### config.mk
export PLATFORM = sky130hd
export DESIGN_NAME = adc_test_top
export DESIGN_NICKNAME = d
export VERILOG_FILES = /design/src/verilog/adc_stream_pkg.sv /design/src/verilog/adc_ctrl_pkg.sv /design/src/verilog/adc_test_top.sv /design/src/verilog/lane_drain.sv /design/src/verilog/lane_fifo.sv /design/src/verilog/pattern_source.sv /design/src/verilog/adc_sequencer.sv
export VERILOG_INCLUDE_DIRS = /design/src /design/src/verilog
export SDC_FILE = /design/constraint.sdc
export NUM_CORES = 1
export LEC_CHECK = 0
export ABC_AREA = 1
export BUFFER_PORTS_ARGS = -buffer_cell sky130_fd_sc_hd__buf_4
export CAP_MARGIN = 20
export CORE_MARGIN = 10
export CORE_UTILIZATION = 38
export CTS_CLUSTER_DIAMETER = 40
export DETAILED_ROUTE_END_ITERATION = 12
export SYNTH_ARGS = -nofsm -noshare
export SYNTH_HDL_FRONTEND = slang
export SYNTH_SLANG_ARGS = --single-unit
### constraint.sdc
create_clock -name clk -period 8.3 [get_ports clk]
set_input_delay 0.83 -clock clk [delete_from_list [all_inputs] [get_ports clk]]
set_output_delay 0.83 -clock clk [all_outputs]
set_load 0.02 [all_outputs]
### src/verilog/adc_test_macros.svh
`ifndef ADC_TEST_MACROS_SVH
`define ADC_TEST_MACROS_SVH

// work state lengths in clk cycles.
`define ADC_NUM_INIT 12'h010
`define ADC_NUM_TYPE 12'h010
`define ADC_NUM_CONF 12'h020

// lane buffers and their depth.
`define ADC_LANES 8
`define ADC_FIFO_DEPTH 16

// bytes written per lane on each convert.
// larger than the depth on purpose.
`define ADC_BURST_LEN 24

// per-lane offset, lane 0 in the low byte.
`define ADC_BIAS 64'h01030507090B0D0F

// fixed identity values.
`define ADC_TYPE_ID 8'hFF
`define ADC_TEMP_VAL 16'h73F4

`endif
### src/verilog/adc_stream_pkg.sv
`include "adc_test_macros.svh"

package adc_stream_pkg;

    // one byte per lane, lane 0 in the low byte.
    typedef logic [`ADC_LANES-1:0][7:0] lane_bytes_t;

    // one bit per lane.
    typedef logic [`ADC_LANES-1:0] lane_bits_t;

    typedef struct packed {
        logic [$clog2(`ADC_LANES)-1:0] lane;
        logic [7:0]                    data;
    } sample_t;

endpackage

### src/verilog/adc_ctrl_pkg.sv
package adc_ctrl_pkg;

    typedef struct packed {
        logic init;
        logic typ;  // type query.
        logic conf;
        logic conv;
    } cmd_req_t;

    typedef struct packed {
        logic init;
        logic typ;
        logic conf;
        logic conv;
    } cmd_done_t;

    typedef struct packed {
        logic [7:0]  spare_hi;
        logic [3:0]  freq_samp;
        logic [3:0]  filt_up;
        logic [3:0]  filt_low;
        logic [11:0] spare_lo;
    } cmd_word_t;

    typedef struct packed {
        logic [15:0] temp;
        logic [7:0]  dev_type;
        logic [3:0]  flags;  // init, type, conf, conv from msb.
        logic [3:0]  freq_samp;
    } stat_word_t;

    typedef enum logic [7:0] {
        IDLE      = 8'h00,
        WAIT      = 8'h01,
        INIT_IDLE = 8'h10, INIT_WORK = 8'h11, INIT_DONE = 8'h12,
        TYPE_IDLE = 8'h20, TYPE_WORK = 8'h21, TYPE_DONE = 8'h22,
        CONF_IDLE = 8'h30, CONF_WORK = 8'h31, CONF_DONE = 8'h32,
        CONV_IDLE = 8'h40, CONV_WORK = 8'h41, CONV_DONE = 8'h42
    } seq_state_t;

endpackage

### src/verilog/adc_test_top.sv
`timescale 1ns/100ps
`include "adc_test_macros.svh"

module adc_test_top (
    input  logic                     clk,
    input  logic                     rst,
    input  adc_ctrl_pkg::cmd_req_t   req,
    input  adc_ctrl_pkg::cmd_word_t  cmd,
    input  logic                     drain_en,
    output adc_ctrl_pkg::cmd_done_t  done,
    output adc_ctrl_pkg::stat_word_t stat,
    output adc_stream_pkg::sample_t  sample,
    output logic                     sample_valid
);
    import adc_stream_pkg::*;

    logic        conv_busy;
    logic        burst_done;
    lane_bits_t  wr_en;
    lane_bits_t  rd_en;
    lane_bits_t  full;
    lane_bits_t  empty;
    lane_bytes_t wr_data;
    lane_bytes_t rd_data;

    adc_sequencer adc_sequencer_inst (
        .clk(clk), .rst(rst), .req(req), .cmd(cmd), .burst_done(burst_done),
        .done(done), .conv_busy(conv_busy), .stat(stat)
    );

    pattern_source pattern_source_inst (
        .clk(clk), .rst(rst), .conv_busy(conv_busy), .full(full),
        .wr_en(wr_en), .wr_data(wr_data), .burst_done(burst_done)
    );

    for (genvar i = 0; i < `ADC_LANES; i++) begin : lane_gen
        lane_fifo lane_fifo_inst (
            .clk(clk), .rst(rst), .wr_en(wr_en[i]), .wr_data(wr_data[i]),
            .rd_en(rd_en[i]), .rd_data(rd_data[i]), .full(full[i]), .empty(empty[i])
        );
    end

    lane_drain lane_drain_inst (
        .clk(clk), .rst(rst), .drain_en(drain_en), .empty(empty), .rd_data(rd_data),
        .rd_en(rd_en), .sample(sample), .sample_valid(sample_valid)
    );

endmodule

### src/verilog/lane_drain.sv
`timescale 1ns/100ps
`include "adc_test_macros.svh"

module lane_drain (
    input  logic                        clk,
    input  logic                        rst,
    input  logic                        drain_en,
    input  adc_stream_pkg::lane_bits_t  empty,
    input  adc_stream_pkg::lane_bytes_t rd_data,
    output adc_stream_pkg::lane_bits_t  rd_en,
    output adc_stream_pkg::sample_t     sample,
    output logic                        sample_valid
);
    import adc_stream_pkg::*;

    localparam int LW = $clog2(`ADC_LANES);

    logic [LW-1:0] last_q;
    logic [LW-1:0] cand;
    logic [LW-1:0] pick;
    logic          found;
    lane_bits_t    rd_sel;

    // first non-empty lane after the one last served.
    always_comb begin
        found = 1'b0;
        pick  = last_q;
        cand  = last_q;
        for (int i = 1; i <= `ADC_LANES; i++) begin
            cand = last_q + LW'(i);
            if (!found && !empty[cand]) begin
                found = 1'b1;
                pick  = cand;
            end
        end
        rd_sel = '0;
        if (drain_en && found) rd_sel[pick] = 1'b1;  // one pop per cycle.
    end

    assign rd_en = rd_sel;

    always_ff @(posedge clk or posedge rst) begin
        if (rst) begin
            last_q       <= LW'(`ADC_LANES - 1);  // lane 0 goes first.
            sample_valid <= 1'b0;
        end else begin
            sample_valid <= |rd_sel;
            if (|rd_sel) last_q <= pick;
        end
    end

    always_ff @(posedge clk) begin
        if (|rd_sel) sample <= '{lane: pick, data: rd_data[pick]};
    end

endmodule

### src/verilog/lane_fifo.sv
`timescale 1ns/100ps
`include "adc_test_macros.svh"

module lane_fifo (
    input  logic       clk,
    input  logic       rst,
    input  logic       wr_en,
    input  logic [7:0] wr_data,
    input  logic       rd_en,
    output logic [7:0] rd_data,
    output logic       full,
    output logic       empty
);

    localparam int DEPTH = `ADC_FIFO_DEPTH;
    localparam int AW    = $clog2(DEPTH);

    logic [7:0]  mem [DEPTH];
    logic [AW-1:0] wr_ptr;
    logic [AW-1:0] rd_ptr;
    logic [AW:0]   count;
    logic          do_wr;
    logic          do_rd;

    assign full  = (count == (AW+1)'(DEPTH));
    assign empty = (count == '0);

    assign do_wr = wr_en && !full;  // dropped when full.
    assign do_rd = rd_en && !empty;

    // show-ahead, head entry always on the output.
    assign rd_data = mem[rd_ptr];

    always_ff @(posedge clk) begin
        if (do_wr) begin
            mem[wr_ptr] <= wr_data;
        end
    end

    always_ff @(posedge clk or posedge rst) begin
        if (rst) begin
            wr_ptr <= '0;
            rd_ptr <= '0;
            count  <= '0;
        end else begin
            if (do_wr) wr_ptr <= wr_ptr + 1'b1;
            if (do_rd) rd_ptr <= rd_ptr + 1'b1;
            case ({do_wr, do_rd})
                2'b10:   count <= count + 1'b1;
                2'b01:   count <= count - 1'b1;
                default: count <= count;  // both or neither.
            endcase
        end
    end

endmodule

### src/verilog/pattern_source.sv
`timescale 1ns/100ps
`include "adc_test_macros.svh"

module pattern_source (
    input  logic                        clk,
    input  logic                        rst,
    input  logic                        conv_busy,
    input  adc_stream_pkg::lane_bits_t  full,
    output adc_stream_pkg::lane_bits_t  wr_en,
    output adc_stream_pkg::lane_bytes_t wr_data,
    output logic                        burst_done
);
    import adc_stream_pkg::*;

    localparam lane_bytes_t BIAS = `ADC_BIAS;

    logic [7:0] cnt [`ADC_LANES];
    lane_bits_t lane_done;

    always_comb begin
        for (int i = 0; i < `ADC_LANES; i++) begin
            lane_done[i] = (cnt[i] >= 8'(`ADC_BURST_LEN));
            wr_en[i]     = conv_busy && !full[i] && !lane_done[i];
            wr_data[i]   = BIAS[i] + cnt[i];  // wraps at 256.
        end
    end

    // level for the sequencer, dropped with conv_busy.
    assign burst_done = conv_busy && (&lane_done);

    // lanes advance on their own.
    always_ff @(posedge clk or posedge rst) begin
        if (rst) begin
            for (int i = 0; i < `ADC_LANES; i++) begin
                cnt[i] <= '0;
            end
        end else begin
            for (int i = 0; i < `ADC_LANES; i++) begin
                if (!conv_busy) begin
                    cnt[i] <= '0;
                end else if (wr_en[i]) begin
                    cnt[i] <= cnt[i] + 8'd1;
                end
            end
        end
    end

endmodule

### src/verilog/adc_sequencer.sv
`timescale 1ns/100ps
`include "adc_test_macros.svh"

module adc_sequencer (
    input  logic                     clk,
    input  logic                     rst,
    input  adc_ctrl_pkg::cmd_req_t   req,
    input  adc_ctrl_pkg::cmd_word_t  cmd,
    input  logic                     burst_done,
    output adc_ctrl_pkg::cmd_done_t  done,
    output logic                     conv_busy,
    output adc_ctrl_pkg::stat_word_t stat
);
    import adc_ctrl_pkg::*;

    seq_state_t  state_q;
    seq_state_t  state_d;
    logic [11:0] num;
    logic [7:0]  dev_type_q;
    logic [15:0] temp_q;
    logic [3:0]  freq_q;
    logic [3:0]  flags_q;

    assign done.init = (state_q == INIT_DONE);
    assign done.typ  = (state_q == TYPE_DONE);
    assign done.conf = (state_q == CONF_DONE);
    assign done.conv = (state_q == CONV_DONE);
    assign conv_busy = (state_q == CONV_WORK);  // runs the producer.

    assign stat = {temp_q, dev_type_q, flags_q, freq_q};

    always_ff @(posedge clk or posedge rst) begin
        if (rst) begin
            state_q <= IDLE;
        end else begin
            state_q <= state_d;
        end
    end

    always_comb begin
        state_d = state_q;
        case (state_q)
            IDLE: state_d = WAIT;
            WAIT: begin
                if (req.init) state_d = INIT_IDLE;  // fixed priority.
                else if (req.typ) state_d = TYPE_IDLE;
                else if (req.conf) state_d = CONF_IDLE;
                else if (req.conv) state_d = CONV_IDLE;
            end
            INIT_IDLE: state_d = INIT_WORK;
            INIT_WORK: begin
                if (num >= `ADC_NUM_INIT - 12'd1) state_d = INIT_DONE;
            end
            INIT_DONE: begin
                if (!req.init) state_d = WAIT;
            end
            TYPE_IDLE: state_d = TYPE_WORK;
            TYPE_WORK: begin
                if (num >= `ADC_NUM_TYPE - 12'd1) state_d = TYPE_DONE;
            end
            TYPE_DONE: begin
                if (!req.typ) state_d = WAIT;
            end
            CONF_IDLE: state_d = CONF_WORK;
            CONF_WORK: begin
                if (num >= `ADC_NUM_CONF - 12'd1) state_d = CONF_DONE;
            end
            CONF_DONE: begin
                if (!req.conf) state_d = WAIT;
            end
            CONV_IDLE: state_d = CONV_WORK;
            CONV_WORK: begin
                if (burst_done) state_d = CONV_DONE;  // may stall on full lanes.
            end
            CONV_DONE: begin
                if (!req.conv) state_d = WAIT;
            end
            default: state_d = IDLE;
        endcase
    end

    // counts only inside the timed work states.
    always_ff @(posedge clk or posedge rst) begin
        if (rst) begin
            num <= '0;
        end else if (state_q inside {INIT_WORK, TYPE_WORK, CONF_WORK}) begin
            num <= num + 12'd1;
        end else begin
            num <= '0;
        end
    end

    always_ff @(posedge clk or posedge rst) begin
        if (rst) begin
            dev_type_q <= '0;
            temp_q     <= '0;
            freq_q     <= '0;
            flags_q    <= '0;
        end else begin
            case (state_q)
                TYPE_IDLE: dev_type_q <= `ADC_TYPE_ID;
                CONF_IDLE: begin
                    temp_q <= `ADC_TEMP_VAL;
                    freq_q <= cmd.freq_samp;  // held by host during conf.
                end
                INIT_DONE: flags_q[3] <= 1'b1;
                TYPE_DONE: flags_q[2] <= 1'b1;
                CONF_DONE: flags_q[1] <= 1'b1;
                CONV_DONE: flags_q[0] <= 1'b1;
                default: ;
            endcase
        end
    end

endmodule

Yosys cells after proc, flatten, opt, wreduce, memory -nomap -nowiden

Memories as Yosys holds them, arrays and structs flattened.
Index checks and enable logic that the tools add are counted.

Logic and storage cells: 373
Output and inout bits: 48
Memories: 8
Register bits: 213
Bits of input ports: 39
Bits in writable memories: 1024

Memory list:

| name                           | depth | bits a word | read ports | clocked after memory_dff | write ports | RTL line        | source |
|---|---|---|---|---|---|---|---|
| lane_gen[0].lane_fifo_inst.mem | 16    | 8           | 1          | 0                        | 1           | lane_fifo.sv:18 | `logic [7:0] mem [DEPTH];` |
| lane_gen[1].lane_fifo_inst.mem | 16    | 8           | 1          | 0                        | 1           | lane_fifo.sv:18 |  |
| lane_gen[2].lane_fifo_inst.mem | 16    | 8           | 1          | 0                        | 1           | lane_fifo.sv:18 |  |
| lane_gen[3].lane_fifo_inst.mem | 16    | 8           | 1          | 0                        | 1           | lane_fifo.sv:18 |  |
| lane_gen[4].lane_fifo_inst.mem | 16    | 8           | 1          | 0                        | 1           | lane_fifo.sv:18 |  |
| lane_gen[5].lane_fifo_inst.mem | 16    | 8           | 1          | 0                        | 1           | lane_fifo.sv:18 |  |
| +2 memories                    | -     | -           | -          | -                        | -           | -               |  |

Add/subtract/negate cells: 55
Reductions and logical operators: 100
Equality and inequality tests: 54
Magnitude comparators: 20
Mux-type cells: 91

Operators by type and width:

| cell                                                              | count |
|---|---|
| 2-to-1 mux 8 bit                                                  | 30 |
| case mux 8 bit (14 select lines)                                  | 1 |
| case mux 5 bit (2 select lines)                                   | 8 |
| adder 4 x 1 -> 4 bit, second input constant                       | 16 |
| greater-or-equal comparator 8 x 5 -> 1 bit, second input constant | 8 |
| adder 8 x 1 -> 8 bit, second input constant                       | 7 |
| equality test 8 x 6 -> 1 bit, second input constant               | 6 |
| logical AND 1 bit                                                 | 42 |
| adder 5 x 1 -> 5 bit, second input constant                       | 8 |
| equality test 5 bit, second input constant                        | 8 |
| logical NOT 5 bit                                                 | 8 |
| subtractor 5 x 1 -> 5 bit, second input constant                  | 8 |
| logical NOT 1 bit                                                 | 37 |
| < comparator 3 x 4 -> 1 bit, second input constant                | 9 |
| 2-to-1 mux 1 bit                                                  | 33 |
| adder 4 x 8 -> 8 bit, first input constant                        | 4 |
| binary-select mux 1 bit (select 3 bit)                            | 8 |
| binary-select mux 8 bit (select 3 bit)                            | 1 |
| equality test 8 x 5 -> 1 bit, second input constant               | 3 |
| equality test 8 x 7 -> 1 bit, second input constant               | 3 |
| 2-to-1 mux 3 bit                                                  | 8 |
| inequality test 2 x 1 -> 1 bit, second input constant             | 11 |
| adder 3 x 8 -> 8 bit, first input constant                        | 2 |
| equality test 2 x 1 -> 1 bit, second input constant               | 8 |
| 21 further kinds                                                  | 43 |

Logic depth before layout (Yosys ltp)

Depth in word-level cells: 32
Depth in mapped cells: 31
Depth with buffers taken out: 30

Modules after synthesis

From an unflattened synthesis, not the netlist that was laid out.

Cell total of the unflattened synthesis: 6099
Area total of the unflattened synthesis: 57691.6 um^2

By module, submodules not included:

| module                                     | cells each | sequential area each (um^2) | times used | area an instance (um^2) |
|---|---|---|---|---|
| lane_fifo (lane_gen[2].lane_fifo_inst ...) | 624        | 4169.0                      | 6          | 6242.2 |
| lane_fifo (lane_gen[1].lane_fifo_inst)     | 623        | 4169.0                      | 1          | 6236.0 |
| lane_fifo (lane_gen[0].lane_fifo_inst)     | 623        | 4169.0                      | 1          | 6231.0 |
| pattern_source                             | 531        | 1601.5                      | 1          | 3976.3 |
| lane_drain                                 | 375        | 434.2                       | 1          | 2185.8 |
| adc_sequencer                              | 203        | 675.6                       | 1          | 1609.0 |

Worst setup path after synthesis

OpenSTA, ideal clock, no wires.

Kind: register -> register
Start point: register lane_drain_inst.last_q[0]
End point: register lane_gen[2].lane_fifo_inst.count[4]
Path buffers: 3
Arrival time: 4.352 ns
Cell stages (with the launch flop): 28
Path slack: 3.817 ns
Data required time: 8.169 ns
Clock period less this slack: 4.483 ns
Setup time: 0.131 ns
Path through: dfstp_2 buf_6 inv_4 buf_6 ha_1 buf_4 clkinv_1 nand3_1 nand3_1 nand2_1 nor3_4 nand3_1 nor2_1 nor2_2 nand2_2 nor2_4 nand2_1 inv_1 ha_1 xor2_1 ha_1 a21oi_1 o21ai_0 a21oi_1 inv_1 a21oi_1 o21ai_0 xor2_1

Cells in the longest elaborated chain, start to end: 32
Elaborated cells on any way between the ends: 71
Classes of those cells: 7 x add/sub; 2 x order compare; 2 x eq/ne; 36 x mux; 24 x reduce/logical

Ends and longest elaborated chain:

| element                                                               | RTL line         | source |
|---|---|---|
| start, declared                                                       | lane_drain.sv:18 | `logic [LW-1:0] last_q;` |
| start signal, assigned                                                | lane_drain.sv:44 | `` last_q <= LW'(`ADC_LANES - 1); `` |
| start signal, assigned                                                | lane_drain.sv:48 | `if (\|rd_sel) last_q <= pick;` |
| adder 3 x 2 -> 3 bit                                                  | lane_drain.sv:30 | `cand = last_q + LW'(i);` |
| binary-select mux 1 bit (select 3 bit)                                | lane_drain.sv:31 | `if (!found && !empty[cand]) begin` |
| 2-to-1 mux 1 bit (not written as such)                                | lane_drain.sv:31 |  |
| logical NOT 1 bit                                                     | lane_drain.sv:31 |  |
| logical AND 1 bit                                                     | lane_drain.sv:31 |  |
| 2-to-1 mux 1 bit                                                      | lane_drain.sv:31 |  |
| logical NOT 1 bit                                                     | lane_drain.sv:31 |  |
| logical AND 1 bit                                                     | lane_drain.sv:31 |  |
| [17 not listed]                                                       | -                |  |
| logical AND 1 bit (not written as such)                               | lane_drain.sv:37 | `if (drain_en && found) rd_sel[pick] = 1'b1;` |
| 2-to-1 mux 1 bit (not written as such)                                | lane_drain.sv:37 |  |
| demux 1 bit (select 3 bit)                                            | -                |  |
| 2-to-1 mux 8 bit (*)                                                  | lane_drain.sv:37 |  |
| logical AND 1 bit (*)                                                 | lane_fifo.sv:29  | `assign do_rd = rd_en && !empty;` |
| net lane_gen[2].lane_fifo_inst.do_rd                                  | lane_fifo.sv:23  | `logic do_rd;` |
| equality test 2 x 1 -> 1 bit or equality test 2 bit (tied branches)   | lane_fifo.sv:48  | `case ({do_wr, do_rd})` |
| case mux 5 bit (2 select lines) or nonzero test 2 bit (tied branches) | -                |  |
| end signal, assigned                                                  | lane_fifo.sv:49  | `2'b10: count <= count + 1'b1;` |
| end signal, assigned                                                  | lane_fifo.sv:50  | `2'b01: count <= count - 1'b1;` |
| end signal, assigned                                                  | lane_fifo.sv:51  | `default: count <= count;` |
| end, declared                                                         | lane_fifo.sv:21  | `logic [AW:0] count;` |

Mark *: on every way through the listed nets, which the timed path passes. The rest lies on a longest branch. The select of a mux whose other input is x is not followed.
A chain may end at the register's enable or synchronous reset.

Final worst setup path

Ends and elaborated chain as after synthesis.

==> results.yml <==
run_status:
  status: "finished clean"
timing:
  max_freq_mhz: 167
  setup_viol: 0
  finalHoldViolations: 0
  period_minus_slack_ns: 6.00
  setup_tns_ns: 0
  fin_crit_sh_pct: 72.3
  worst_pin_slew_ns: 1.08
  hold_slack_ns: 0.0842
  rsz0062_at_grt: "no"
  finalClockSkew_ns: 0.0464
  slew_viol_final: 0
  relSlewSlack_pct: 27.9
setup_path:
  rr_endpoint: "lane_gen[2].lane_fifo_inst.count[4]"
  startpoint_type: "register"
  reg2reg_from: "lane_drain_inst.last_q[0]"
  crit_path_start: "lane_drain_inst.last_q[0]"
  cp.arrival_ns: 6.67
  rrSetupSlack_ns: 2.30
  critPathKind: "reg -> reg"
  end_kind: "register"
  cp_slowest_cell: "dfstp_2"
  critPathCapture: "lane_gen[2].lane_fifo_inst.count[4]"
  worstPathMaxFanout: 37
  required_ns: 8.96
  max_stage_delay_ns: 0.80
  r2r_cells: 25
grt:
  antenna_found_initial: 0
  first_global_vias: 32600
  grt_max_degree: 84
  grt_pass1_wl_um: 192000
  grt-ovfl-total: 0
  gr-usage-all-layers_pct: 15.5
clock_network:
  htree_levels: 4
  cts_setup_buffers: 0
  clk_pin_slew_ns: 0.05
  cts_buffers: 165
  cts_tree: "yes"
  clock_path_buffers: 3
  clock_latency_ns: 0.79
  ctsResizeCount: 0
  cts.sinks: 1234
  holdBufCountCts: 0
  cts_root_buffer: "clkbuf_16"
cells_and_area:
  final_common_cell: "edfxtp_1"
  diodes: 0
  syn_to_final_growth_pct: 14.8
  layout_common_cells: "1035 x edfxtp_1, 647 x o21ai_0, 541 x nor2_1"
  multi_input_area_um2: 15500
  nFillCells: 12900
  nets: 4784
  drive_gt1_share_pct: 10.7
  ff_latch_area_um2: 36100
power:
  power_density_nw_per_um2: 351
  vdd_drop_max_v: 0.000348
  leakagePower_nw: 23.4
  total_power_w: 0.0217
place:
  gp_congestion: 0.889
  port_buffers: 52
  hpwlAfterDp_um: 77700
worst_hold_path:
  hold_path_class: "in -> async"
routing:
  first_pass_iters: 6
  routed_wl_um: 124000
  num_vias: 34100
  antenna_left: 0
  drtIter0Drc: 2899
  drc: 0
  avgRoutedWirePerCell_um: 18.5
  vias_per_cell: 5.11
synthesis:
  ys.flop_type: "edfxtp_1"
  synth_cell_types: 65
  synth-seq-cells: 1234
  yosysTopAreaCell: "edfxtp_1"
  synth_area_leaders: "edfxtp_1 58%, dfrtp_1 9.1%, o21ai_0 6.0%, nor2_1 3.8%, nand2_1 3.4%"
  ys_seq_area_share_pct: 66.9
  syn_avg_cell_area_um2: 11.8
  synth.cell_area_um2: 53900
  netlist.area_leader.share_pct: 57.7
  async_reset_ff_share_pct: 16.1
  synth-edff-count: 1035
  netlist_instances: 4586
  yosys_warnings: 0
flow_run:
  drv_cap: 0
floorplanning:
  core_area_um2: 141000
  io_pins: 87
  start_util_pct: 38.2
  dieWidth_um: 397
  rows: 138
  die-height_um: 397
  die-area_um2: 157000
-- worst max-delay path: cells and delay by family, from the launching register on --
kind / cells / cell delay [ns]
compound gates: 5 / 0.67
xor+xnor: 2 / 0.35
fa+ha+maj: 3 / 0.94
buf+inv: 4 / 0.65
flops: 1 / 0.80
simple gates: 11 / 2.43
-- flip-flops by register name (all words and copies together), names as in the netlist --
name and flops:
lane_gen.lane_fifo_inst.mem 1024, lane_drain_inst.sample_valid 1, adc_sequencer_inst.num 12, lane_gen.lane_fifo_inst.rd_ptr 32, adc_sequencer_inst.dev_type_q 1, lane_gen.lane_fifo_inst.count 40, adc_sequencer_inst.temp_q 1, adc_sequencer_inst.state_q 5
adc_sequencer_inst.freq_q 4, lane_drain_inst.last_q 3, lane_drain_inst.sample 11, lane_gen.lane_fifo_inst.wr_ptr 32, adc_sequencer_inst.flags_q 4, pattern_source_inst.cnt 64
-- synth_stat cells (8+ instances only) --
| library cell | number |
|---|---|
| ha_1 | 93 |
| buf_1 | 17 |
| nor3_1 | 18 |
| nand3_1 | 151 |
| buf_4 | 27 |
| o22ai_1 | 110 |
| inv_1 | 338 |
| clkinv_1 | 8 |
| o221a_2 | 13 |
| clkbuf_1 | 180 |
| buf_2 | 13 |
| nand4_1 | 27 |
| a21oi_1 | 177 |
| a31oi_1 | 10 |
| nor2_1 | 542 |
| o32ai_1 | 15 |
| o211ai_1 | 44 |
| nand2_2 | 14 |
| or2_2 | 10 |
| nor2_2 | 11 |
| o21ai_0 | 647 |
| nand2_1 | 492 |
| o221ai_1 | 38 |
| xor2_1 | 87 |
| mux2i_1 | 144 |
| dfrtp_1 | 196 |
| edfxtp_1 | 1035 |
| nor4_1 | 11 |
| xnor2_1 | 20 |
-- final cells by class --
class / instances / area share [%]
flip-flops and latches: 1234 / 58.3
inverters: 354 / 2.16
clock buffers: 189 / 6.91
well taps: 1890 / 3.82
clock inverters: 120 / 2.23
multi-input cells: 2760 / 25.0
repair buffers: 132 / 1.62
-- logic make-up (layout without fill, tap and decap cells) --
| logic type | after synthesis | after routing | synth area share [%] |
|---|---|---|---|
| flip-flops | 1234 | 1234 | 66.9 |
| XOR/XNOR | 109 | 109 | 1.80 |
| AND/OR/NAND/NOR | 1314 | 1314 | 10.5 |
| buffers and inverters | 597 | 795 | 4.48 |
| multiplexers | 149 | 149 | 2.78 |
| AO/OA/AOI/OAI | 1084 | 1084 | 11.2 |
| other | 1 | 6 | 0.00696 |
| adder cells (fa/ha/maj) | 98 | 98 | 2.34 |
-- stage by stage --
step / area [µm²] / std cells / setup WS [ns] / utilization (%)
after floorplan: 53900 / 4591 / 2.05 / -
after global routing: 61900 / 6679 / 1.75 / 43.8
after global placement: 56100 / 6359 / 2.46 / 39.8
after detailed placement: 56200 / 6365 / 2.40 / 39.8
after CTS: 61900 / 6674 / 2.37 / 43.8
final: 61900 / 6679 / 2.30 / 43.8
-- metal layers --
layer | global-route usage, % | share of wire, %
met1 | 21.6 | 45
met2 | 24.6 | 47
met3 | 3.02 | 5.3
met4 | 4.18 | 2.0
met5 | 0 | 0
-- how the worst min path moves through the flow --
| stage | end | slack (ns) | depth (start not counted) |
|---|---|---|---|
| detailed placement | adc_sequencer_inst.flags_q[2] | 0.46 | 1 |
| finish | lane_gen[1].lane_fifo_inst.wr_ptr[1] | 0.08 | 2 |
| global placement | adc_sequencer_inst.num[0] | 0.45 | 1 |
| floorplan | adc_sequencer_inst.num[0] | 0.43 | 1 |
| CTS | lane_gen[1].lane_fifo_inst.wr_ptr[1] | 0.08 | 2 |
| global route | lane_gen[1].lane_fifo_inst.wr_ptr[1] | 0.1 | 2 |
-- power breakdown --
part	switching, W	total (W)	leakage, nW	internal [W]
Clock	0.00283	0.00712	2.73	0.00429
Combinational	0.00487	0.00707	8.04	0.00220
Sequential	0.000476	0.00751	12.6	0.00704
(Power assumes the default switching activity.)
